## config.mk

```make
export PLATFORM = sky130hd
export DESIGN_NAME = page_decode_flat
export DESIGN_NICKNAME = d
export VERILOG_FILES = /design/src/bk_mem_pkg.sv /design/src/bk_mem_if.sv /design/src/page_decode.sv /design/src/flat_wrapper.sv
export SDC_FILE = /design/constraint.sdc
export NUM_CORES = 1
export LEC_CHECK = 0
export BUFFER_PORTS_ARGS = -buffer_cell sky130_fd_sc_hd__buf_2
export CORE_ASPECT_RATIO = 0.9
export CORE_MARGIN = 4
export CORE_UTILIZATION = 35
export DETAILED_ROUTE_END_ITERATION = 16
export PLACE_DENSITY = 0.62
export SYNTH_ARGS = -nofsm -noshare
export SYNTH_HDL_FRONTEND = slang
export SYNTH_SLANG_ARGS = --single-unit
```

## constraint.sdc

```tcl
create_clock -name clk_sys -period 3.1 [get_ports clk_sys]
set_clock_uncertainty 0.15 [all_clocks]
set_input_delay 0.155 -clock clk_sys [delete_from_list [all_inputs] [get_ports clk_sys]]
set_output_delay 0.155 -clock clk_sys [all_outputs]
set_load 0.02 [all_outputs]
```

## src/bk_mem_pkg.sv

```systemverilog
// BK0011M memory map definitions
`default_nettype none

package bk_mem_pkg;

	localparam int BUS_AW      = 16;
	localparam int DATA_W      = 16;
	localparam int PHYS_AW     = 20;  // 1 MB of byte space
	localparam int SCR_AW      = 14;
	localparam int PAGE_SHIFT  = 14;  // 16 KB pages
	localparam int REQ_CREDITS = 4;

	typedef logic [PHYS_AW-1:0] phys_addr_t;
	typedef logic [DATA_W-1:0]  bus_word_t;
	typedef logic [2:0]         page_code_t;

	typedef enum logic [1:0] {
		ACC_READ,
		ACC_WRITE,
		ACC_SYSREG,
		ACC_ERR
	} acc_kind_e;

	localparam phys_addr_t RAM_PAGE_BASE [8] = '{
		20'h00000, 20'h04000, 20'h08000, 20'h0C000,
		20'h10000, 20'h14000, 20'h18000, 20'h1C000
	};

	localparam phys_addr_t ROM_START   = 20'hE0000;
	localparam phys_addr_t ROM_P10     = 20'hE0000;  // BASIC
	localparam phys_addr_t ROM_P11     = 20'hE4000;
	localparam phys_addr_t ROM_P12     = 20'hE8000;
	localparam phys_addr_t ROM_P13     = 20'hEC000;
	localparam phys_addr_t BIOS11_BASE = 20'hF0000;  // 8 KB window
	localparam phys_addr_t MSTD_BASE   = 20'hFE000;  // 8 KB window

	localparam logic [BUS_AW-1:0] SYSREG_ADDR = 16'o177716;
	localparam logic [BUS_AW-1:0] IO_START    = 16'o177000;
	localparam logic [BUS_AW-1:0] TOP_ADDR    = 16'o177600;

	// Screen pages, compared against physical address bits 19:14
	localparam logic [PHYS_AW-PAGE_SHIFT-1:0] SCR_PAGE_0 = 6'd5;
	localparam logic [PHYS_AW-PAGE_SHIFT-1:0] SCR_PAGE_1 = 6'd6;

	// Page register code to RAM page base
	function automatic phys_addr_t page_base(input page_code_t code);
		case (code)
			3'b110:  page_base = RAM_PAGE_BASE[0];
			3'b000:  page_base = RAM_PAGE_BASE[1];
			3'b010:  page_base = RAM_PAGE_BASE[2];
			3'b011:  page_base = RAM_PAGE_BASE[3];
			3'b100:  page_base = RAM_PAGE_BASE[4];
			3'b001:  page_base = RAM_PAGE_BASE[5];
			3'b111:  page_base = RAM_PAGE_BASE[6];
			default: page_base = RAM_PAGE_BASE[7];
		endcase
	endfunction

endpackage

`default_nettype wire

```

## src/bk_mem_if.sv

```systemverilog
// Pipeline stage interfaces
`default_nettype none

// Decoded access, decode to execute
interface acc_if import bk_mem_pkg::*; ();
	logic       valid;
	logic       ready;
	acc_kind_e  kind;
	phys_addr_t phys;
	logic [1:0] be;
	bus_word_t  wdata;

	modport dec (output valid, kind, phys, be, wdata, input ready);
	modport exe (input valid, kind, phys, be, wdata, output ready);
endinterface


`default_nettype wire

```

## src/page_decode.sv

```systemverilog
// Request queue and page translation
`default_nettype none

module page_decode import bk_mem_pkg::*; (
	input  wire                clk_sys,
	input  wire                rst_n,
	input  wire                req_valid,
	input  wire                req_we,
	input  wire [1:0]          req_wtbt,
	input  wire [BUS_AW-1:0]   req_addr,
	input  wire bus_word_t     req_din,
	output logic               credit_return,
	input  wire [3:0]          rom_avail,
	acc_if.dec                 acc
);

	localparam int QW = $clog2(REQ_CREDITS);

	typedef struct packed {
		logic              we;
		logic [1:0]        wtbt;
		logic [BUS_AW-1:0] addr;
		bus_word_t         din;
	} req_t;

	req_t          q_mem [REQ_CREDITS];
	logic [QW-1:0] wr_ptr, rd_ptr;
	logic [QW:0]   count;
	req_t          in_req, head;
	logic          q_empty, out_free, pop, push, deq;

	logic [15:0]   page_reg;
	logic          is_sys;
	acc_kind_e     kind;
	phys_addr_t    phys, rom_base;
	logic          rom_hit;

	assign in_req   = '{we: req_we, wtbt: req_wtbt, addr: req_addr, din: req_din};
	assign q_empty  = (count == '0);
	assign head     = q_empty ? in_req : q_mem[rd_ptr];  // Fall through when empty
	assign out_free = !acc.valid || acc.ready;
	assign pop      = out_free && (!q_empty || req_valid);
	assign deq      = pop && !q_empty;
	assign push     = req_valid && !(q_empty && pop);

	always_ff @(posedge clk_sys) begin
		if (push)
			q_mem[wr_ptr] <= in_req;
	end

	always_ff @(posedge clk_sys or negedge rst_n) begin
		if (!rst_n) begin
			wr_ptr <= '0;
			rd_ptr <= '0;
			count  <= '0;
		end else begin
			if (push)
				wr_ptr <= wr_ptr + 1'b1;
			if (deq)
				rd_ptr <= rd_ptr + 1'b1;
			if (push && !deq)
				count <= count + 1'b1;
			else if (deq && !push)
				count <= count - 1'b1;
		end
	end

	// Optional ROM pages, lowest register bit wins
	always_comb begin
		rom_hit  = 1'b1;
		rom_base = ROM_P10;
		if (page_reg[0] && rom_avail[0])
			rom_base = ROM_P10;
		else if (page_reg[1] && rom_avail[1])
			rom_base = ROM_P11;
		else if (page_reg[3] && rom_avail[2])
			rom_base = ROM_P12;
		else if (page_reg[4] && rom_avail[3])
			rom_base = ROM_P13;
		else
			rom_hit = 1'b0;
	end

	always_comb begin
		is_sys = (head.addr == SYSREG_ADDR);
		case (head.addr[15:14])
			2'b00:   phys = RAM_PAGE_BASE[0] | phys_addr_t'(head.addr[13:0]);
			2'b01:   phys = page_base(page_reg[14:12]) | phys_addr_t'(head.addr[13:0]);
			2'b10:   phys = (rom_hit ? rom_base : page_base(page_reg[10:8]))
			              | phys_addr_t'(head.addr[13:0]);
			default: phys = (head.addr[13] ? MSTD_BASE : BIOS11_BASE)
			              | phys_addr_t'(head.addr[12:0]);
		endcase

		if (head.we) begin
			if (is_sys)
				kind = ACC_SYSREG;
			else if (phys >= ROM_START || head.addr >= IO_START)
				kind = ACC_ERR;  // ROM is read only, I/O is not here
			else
				kind = ACC_WRITE;
		end else begin
			kind = (head.addr >= TOP_ADDR || is_sys) ? ACC_ERR : ACC_READ;
		end
	end

	always_ff @(posedge clk_sys or negedge rst_n) begin
		if (!rst_n) begin
			acc.valid     <= 1'b0;
			credit_return <= 1'b0;
			page_reg      <= '0;
		end else begin
			credit_return <= pop;
			if (pop)
				acc.valid <= 1'b1;
			else if (acc.ready)
				acc.valid <= 1'b0;
			// Bit 11 marks a page switch write
			if (pop && kind == ACC_SYSREG && head.wtbt[1] && head.din[11])
				page_reg <= head.din;
		end
	end

	always_ff @(posedge clk_sys) begin
		if (pop) begin
			acc.kind  <= kind;
			acc.phys  <= phys;
			acc.be    <= head.we ? head.wtbt : 2'b11;
			acc.wdata <= head.din;
		end
	end

endmodule

`default_nettype wire

```

## src/flat_wrapper.sv

```systemverilog
// flat-port wrapper written by rule: the top's interface ports become plain ports
module page_decode_flat import bk_mem_pkg::*;
  (clk_sys, rst_n, req_valid, req_we, req_wtbt, req_addr, req_din, credit_return, rom_avail, acc_valid, acc_kind, acc_phys, acc_be, acc_wdata, acc_ready);
  acc_if acc_i ();
  input  wire clk_sys;
  input  wire rst_n;
  input  wire req_valid;
  input  wire req_we;
  input  wire [1:0] req_wtbt;
  input  wire [BUS_AW-1:0] req_addr;
  input  wire bus_word_t req_din;
  output logic credit_return;
  input  wire [3:0] rom_avail;
  output wire logic [$bits(acc_i.valid)-1:0] acc_valid;
  output wire logic [$bits(acc_i.kind)-1:0] acc_kind;
  output wire logic [$bits(acc_i.phys)-1:0] acc_phys;
  output wire logic [$bits(acc_i.be)-1:0] acc_be;
  output wire logic [$bits(acc_i.wdata)-1:0] acc_wdata;
  input wire logic [$bits(acc_i.ready)-1:0] acc_ready;
  assign acc_valid = acc_i.valid;
  assign acc_kind = acc_i.kind;
  assign acc_phys = acc_i.phys;
  assign acc_be = acc_i.be;
  assign acc_wdata = acc_i.wdata;
  assign acc_i.ready = acc_ready;
  page_decode u_core (.clk_sys(clk_sys), .rst_n(rst_n), .req_valid(req_valid), .req_we(req_we), .req_wtbt(req_wtbt), .req_addr(req_addr), .req_din(req_din), .credit_return(credit_return), .rom_avail(rom_avail), .acc(acc_i));
endmodule
```

==> results.sh <==
export IMPL_clock_sinks=197
export IMPL_cts_setup_buffers=0
export IMPL_vias_per_cell=4.89
export IMPL_fmax_ghz=0.344
export IMPL_peakVddDrop_v=0.000387
export IMPL_drive_gt1_share_pct=30.5
export IMPL_hpwlAfterDp_um=10400
export IMPL_cp_start_kind="flip-flop"
export IMPL_core_um2=22000
export IMPL_fin_cells=881
export IMPL_grt_util_all_layers_pct=13.5
export IMPL_synth_area_leader_cell="edfxtp_1"
export IMPL_chipWidth_um=166
export IMPL_synth_top_cell_area_share_pct=67.6
export IMPL_hold_viol_final=0
export IMPL_crit_arrival_ns=3.07
export IMPL_grt_pass1_vias=4544
export IMPL_required_ns=3.27
export IMPL_start_util_pct=36.0
export IMPL_outcome="complete, no violations"
export IMPL_path_clk_slew_ns=0.07
export IMPL_crit_family="multiplexers"
export IMPL_r2r_end="u_core.page_reg[8]$_DFFE_PN0P_"
export IMPL_rr_worst_depth=7
export IMPL_crit_type="flip-flop to flip-flop"
export IMPL_yosys_warnings=0
export IMPL_worstPathCellList="mux4_1, nand3b_1, nor4_2, a31oi_1, nor4b_4, buf_4, mux2_4"
export IMPL_path_max_fanout=14
export IMPL_fin_tns_setup_ns=0
export IMPL_min_path_type="input pin to async pin"
export IMPL_clock_latency_ns=0.43
export IMPL_placedCellCount=812
export IMPL_r2r_start="u_core.rd_ptr[0]$_DFFE_PN0P_"
export IMPL_clock_tree_buffer_depth=2
export IMPL_avgSynthCellArea_um2=17.9
export IMPL_reg_largest_list="u_core.q_mem x140, u_core.acc.phys x18, u_core.acc.wdata x16"
export IMPL_path_buf_inv=1
export IMPL_rows=51
export IMPL_post_cts_resized=0
export IMPL_htree_levels=4
export IMPL_grt_remaining_overflow=0
export IMPL_synth_cell_types=47
export IMPL_yosysSeqAreaShare_pct=73.6
export IMPL_finalCritPeriodShare_pct=93.7
export IMPL_num_antenna_cells=0
export IMPL_drt_first_pass_iters=5
export IMPL_synth_top_cells_by_area="edfxtp_1, mux4_2, dfrtp_1, nand2_1, mux4_1"
export IMPL_area_growth_pct=23.1
export IMPL_portBuffers=84
export IMPL_tightest_slew_ns=1.02
export IMPL_cts_tree="done"
export IMPL_synth_cells=443
export IMPL_regMostFlops="u_core.q_mem"
export IMPL_dieHeight_um=151
export IMPL_ctsHoldBuffers=37
export IMPL_grt_setup_unrepaired="no"
export IMPL_dieArea_um2=25100
export IMPL_min_period_ns=2.90
export IMPL_crit_path_end_kind="flip-flop"
export IMPL_drc=0
export IMPL_io_pins=85
export IMPL_crit_path_top_delay_cell="dfrtp_2"
export IMPL_ys_ff_latch=197
export IMPL_largest_reg_flops=140
export IMPL_p_leak_nw=3.62
export IMPL_cts_root_buf="clkbuf_16"
export IMPL_ant_nets=0
export IMPL_cap_violations=0
export IMPL_syn_cell_area_um2=7910
export IMPL_wire_per_inst_um=18.9
export IMPL_report_final_slew_viol_count=0
export IMPL_grt_max_degree=40
export IMPL_max_stage_delay_ns=0.67
export IMPL_grt_pass1_wl_um=25800
export IMPL_synth_nets=492
export IMPL_slew_headroom_pct=32.2
export IMPL_drt_total_wl_um=16700
export IMPL_fin_nets=626
export IMPL_place_gp_congestion=0.762
export IMPL_drtIter0Drc=239
export IMPL_setup_viol=0
export IMPL_antenna_found_initial=0
export IMPL_powerDensity_nw_per_um2=971
export IMPL_ff2ff_setup_slack_ns=0.20
export IMPL_cts_buffers=17
export IMPL_vias=4308
[cells in the final DEF, fill, tap and decap left out, types with 2 or more instances in the layout]
cell type / instances
clkbuf_16: 17
dfrtp_1: 17
xor2_1: 2
edfxtp_1: 178
nand2_1: 101
inv_1: 6
inv_6: 2
clkinv_4: 3
dfrtp_2: 2
nand3_1: 8
xnor2_1: 4
a21oi_1: 5
buf_2: 84
mux2i_1: 2
mux4_2: 22
clkinvlp_4: 2
mux4_1: 13
a22oi_1: 2
nand4_1: 2
mux2_4: 10
buf_4: 12
nor2_1: 8
a31oi_1: 2
or2_2: 3
dlygate4sd3_1: 37
ha_1: 5
bufinv_16: 5
and3_2: 4
o21ai_0: 4
mux2_2: 4
[synthesized netlist by cell type, drive strengths merged]
master	number
o21ai	4
and2	2
nand3b	1
fa	1
mux2i	4
nand2b	1
maj3	1
edfxtp	178
mux4	35
nor3	1
a31oi	2
or3	1
a221oi	1
a211oi	1
nand3	8
nand4	2
o21a	1
o32ai	1
ha	5
o211ai	1
xor2	2
a21boi	1
dfrtp	19
a21oi	5
mux2	14
buf	12
or2	3
inv	6
nor2	8
and3	4
clkbuf	7
nor4	2
nor4b	1
xnor2	4
nand2	101
a22oi	2
a211o	1
[power by group]
part,internal (mW),switching (mW)
clock network,1.47,0.978
registers,3.76,0.294
logic,1.18,1.77
[cell families (layout without fill, tap and decap cells)]
group / count (synthesis) / count (layout) / synth area share, %
and+or+nand+nor: 135 / 135 / 7.36
muxes: 53 / 53 / 13.8
DFF: 197 / 197 / 73.6
adders and majority gates: 7 / 7 / 1.17
AOI/OAI and AO/OA: 20 / 20 / 1.63
buffers and inverters: 25 / 172 / 1.83
xor gates and xnor gates: 6 / 6 / 0.664
[final cells by class]
class                   count  area, um2
fillers                  1930      12200
flip-flops and latches    197       5820
multi-input cells         221       1970
repair buffers            134        901
clock buffers              19        443
well taps                 291        364
clock inverters            13        220
inverters                   6       22.5
[worst reg2reg max path, stage by stage, from the launching register on]
cell and delay [ns]:
dfrtp_2 0.67, mux4_1 0.65, nand3b_1 0.19, nor4_2 0.13
a31oi_1 0.14, nor4b_4 0.27, buf_4 0.27, mux2_4 0.33
[layer usage]
layer	wire length (um)	vias to the layer above	GRT usage, %
li1	-	1974	-
met2	7890	154	21.1
met4	237	0	4.62
met1	7560	2162	18.6
met5	0	-	0
met3	986	18	3.70
[per-stage QoR]
stage                     worst slack [ns]  area [um2]  hold WS [ns]  power, mW  util [%]
after floorplan                     0.0713        7910        -0.291       6.05         -
after global placement               0.227        8710       -0.0378       6.99      39.7
after detailed placement             0.170        8710       -0.0255       7.05      39.7
after CTS                            0.154        9740        0.0447       9.56      44.4
after global routing                0.0329        9740        0.0685       9.93      44.4
final                                0.195        9740        0.0424       9.45      44.4
[how the worst max path moves through the flow]
| stage | from | end | slack, ns | cells after the start |
|---|---|---|---|---|
| after floorplan | u_core.count[0]$_DFFE_PN0P_ | u_core.page_reg[0]$_DFFE_PN0P_ | 0.07 | 8 |
| after global placement | u_core.rd_ptr[0]$_DFFE_PN0P_ | u_core.page_reg[4]$_DFFE_PN0P_ | 0.23 | 7 |
| after detailed placement | u_core.rd_ptr[0]$_DFFE_PN0P_ | u_core.page_reg[4]$_DFFE_PN0P_ | 0.17 | 7 |
| after CTS | u_core.rd_ptr[0]$_DFFE_PN0P_ | u_core.page_reg[8]$_DFFE_PN0P_ | 0.15 | 7 |
| after global routing | u_core.rd_ptr[0]$_DFFE_PN0P_ | u_core.page_reg[14]$_DFFE_PN0P_ | 0.03 | 7 |
| final | u_core.rd_ptr[0]$_DFFE_PN0P_ | u_core.page_reg[8]$_DFFE_PN0P_ | 0.20 | 7 |
Note: power is estimated with default switching activity, not from simulation.
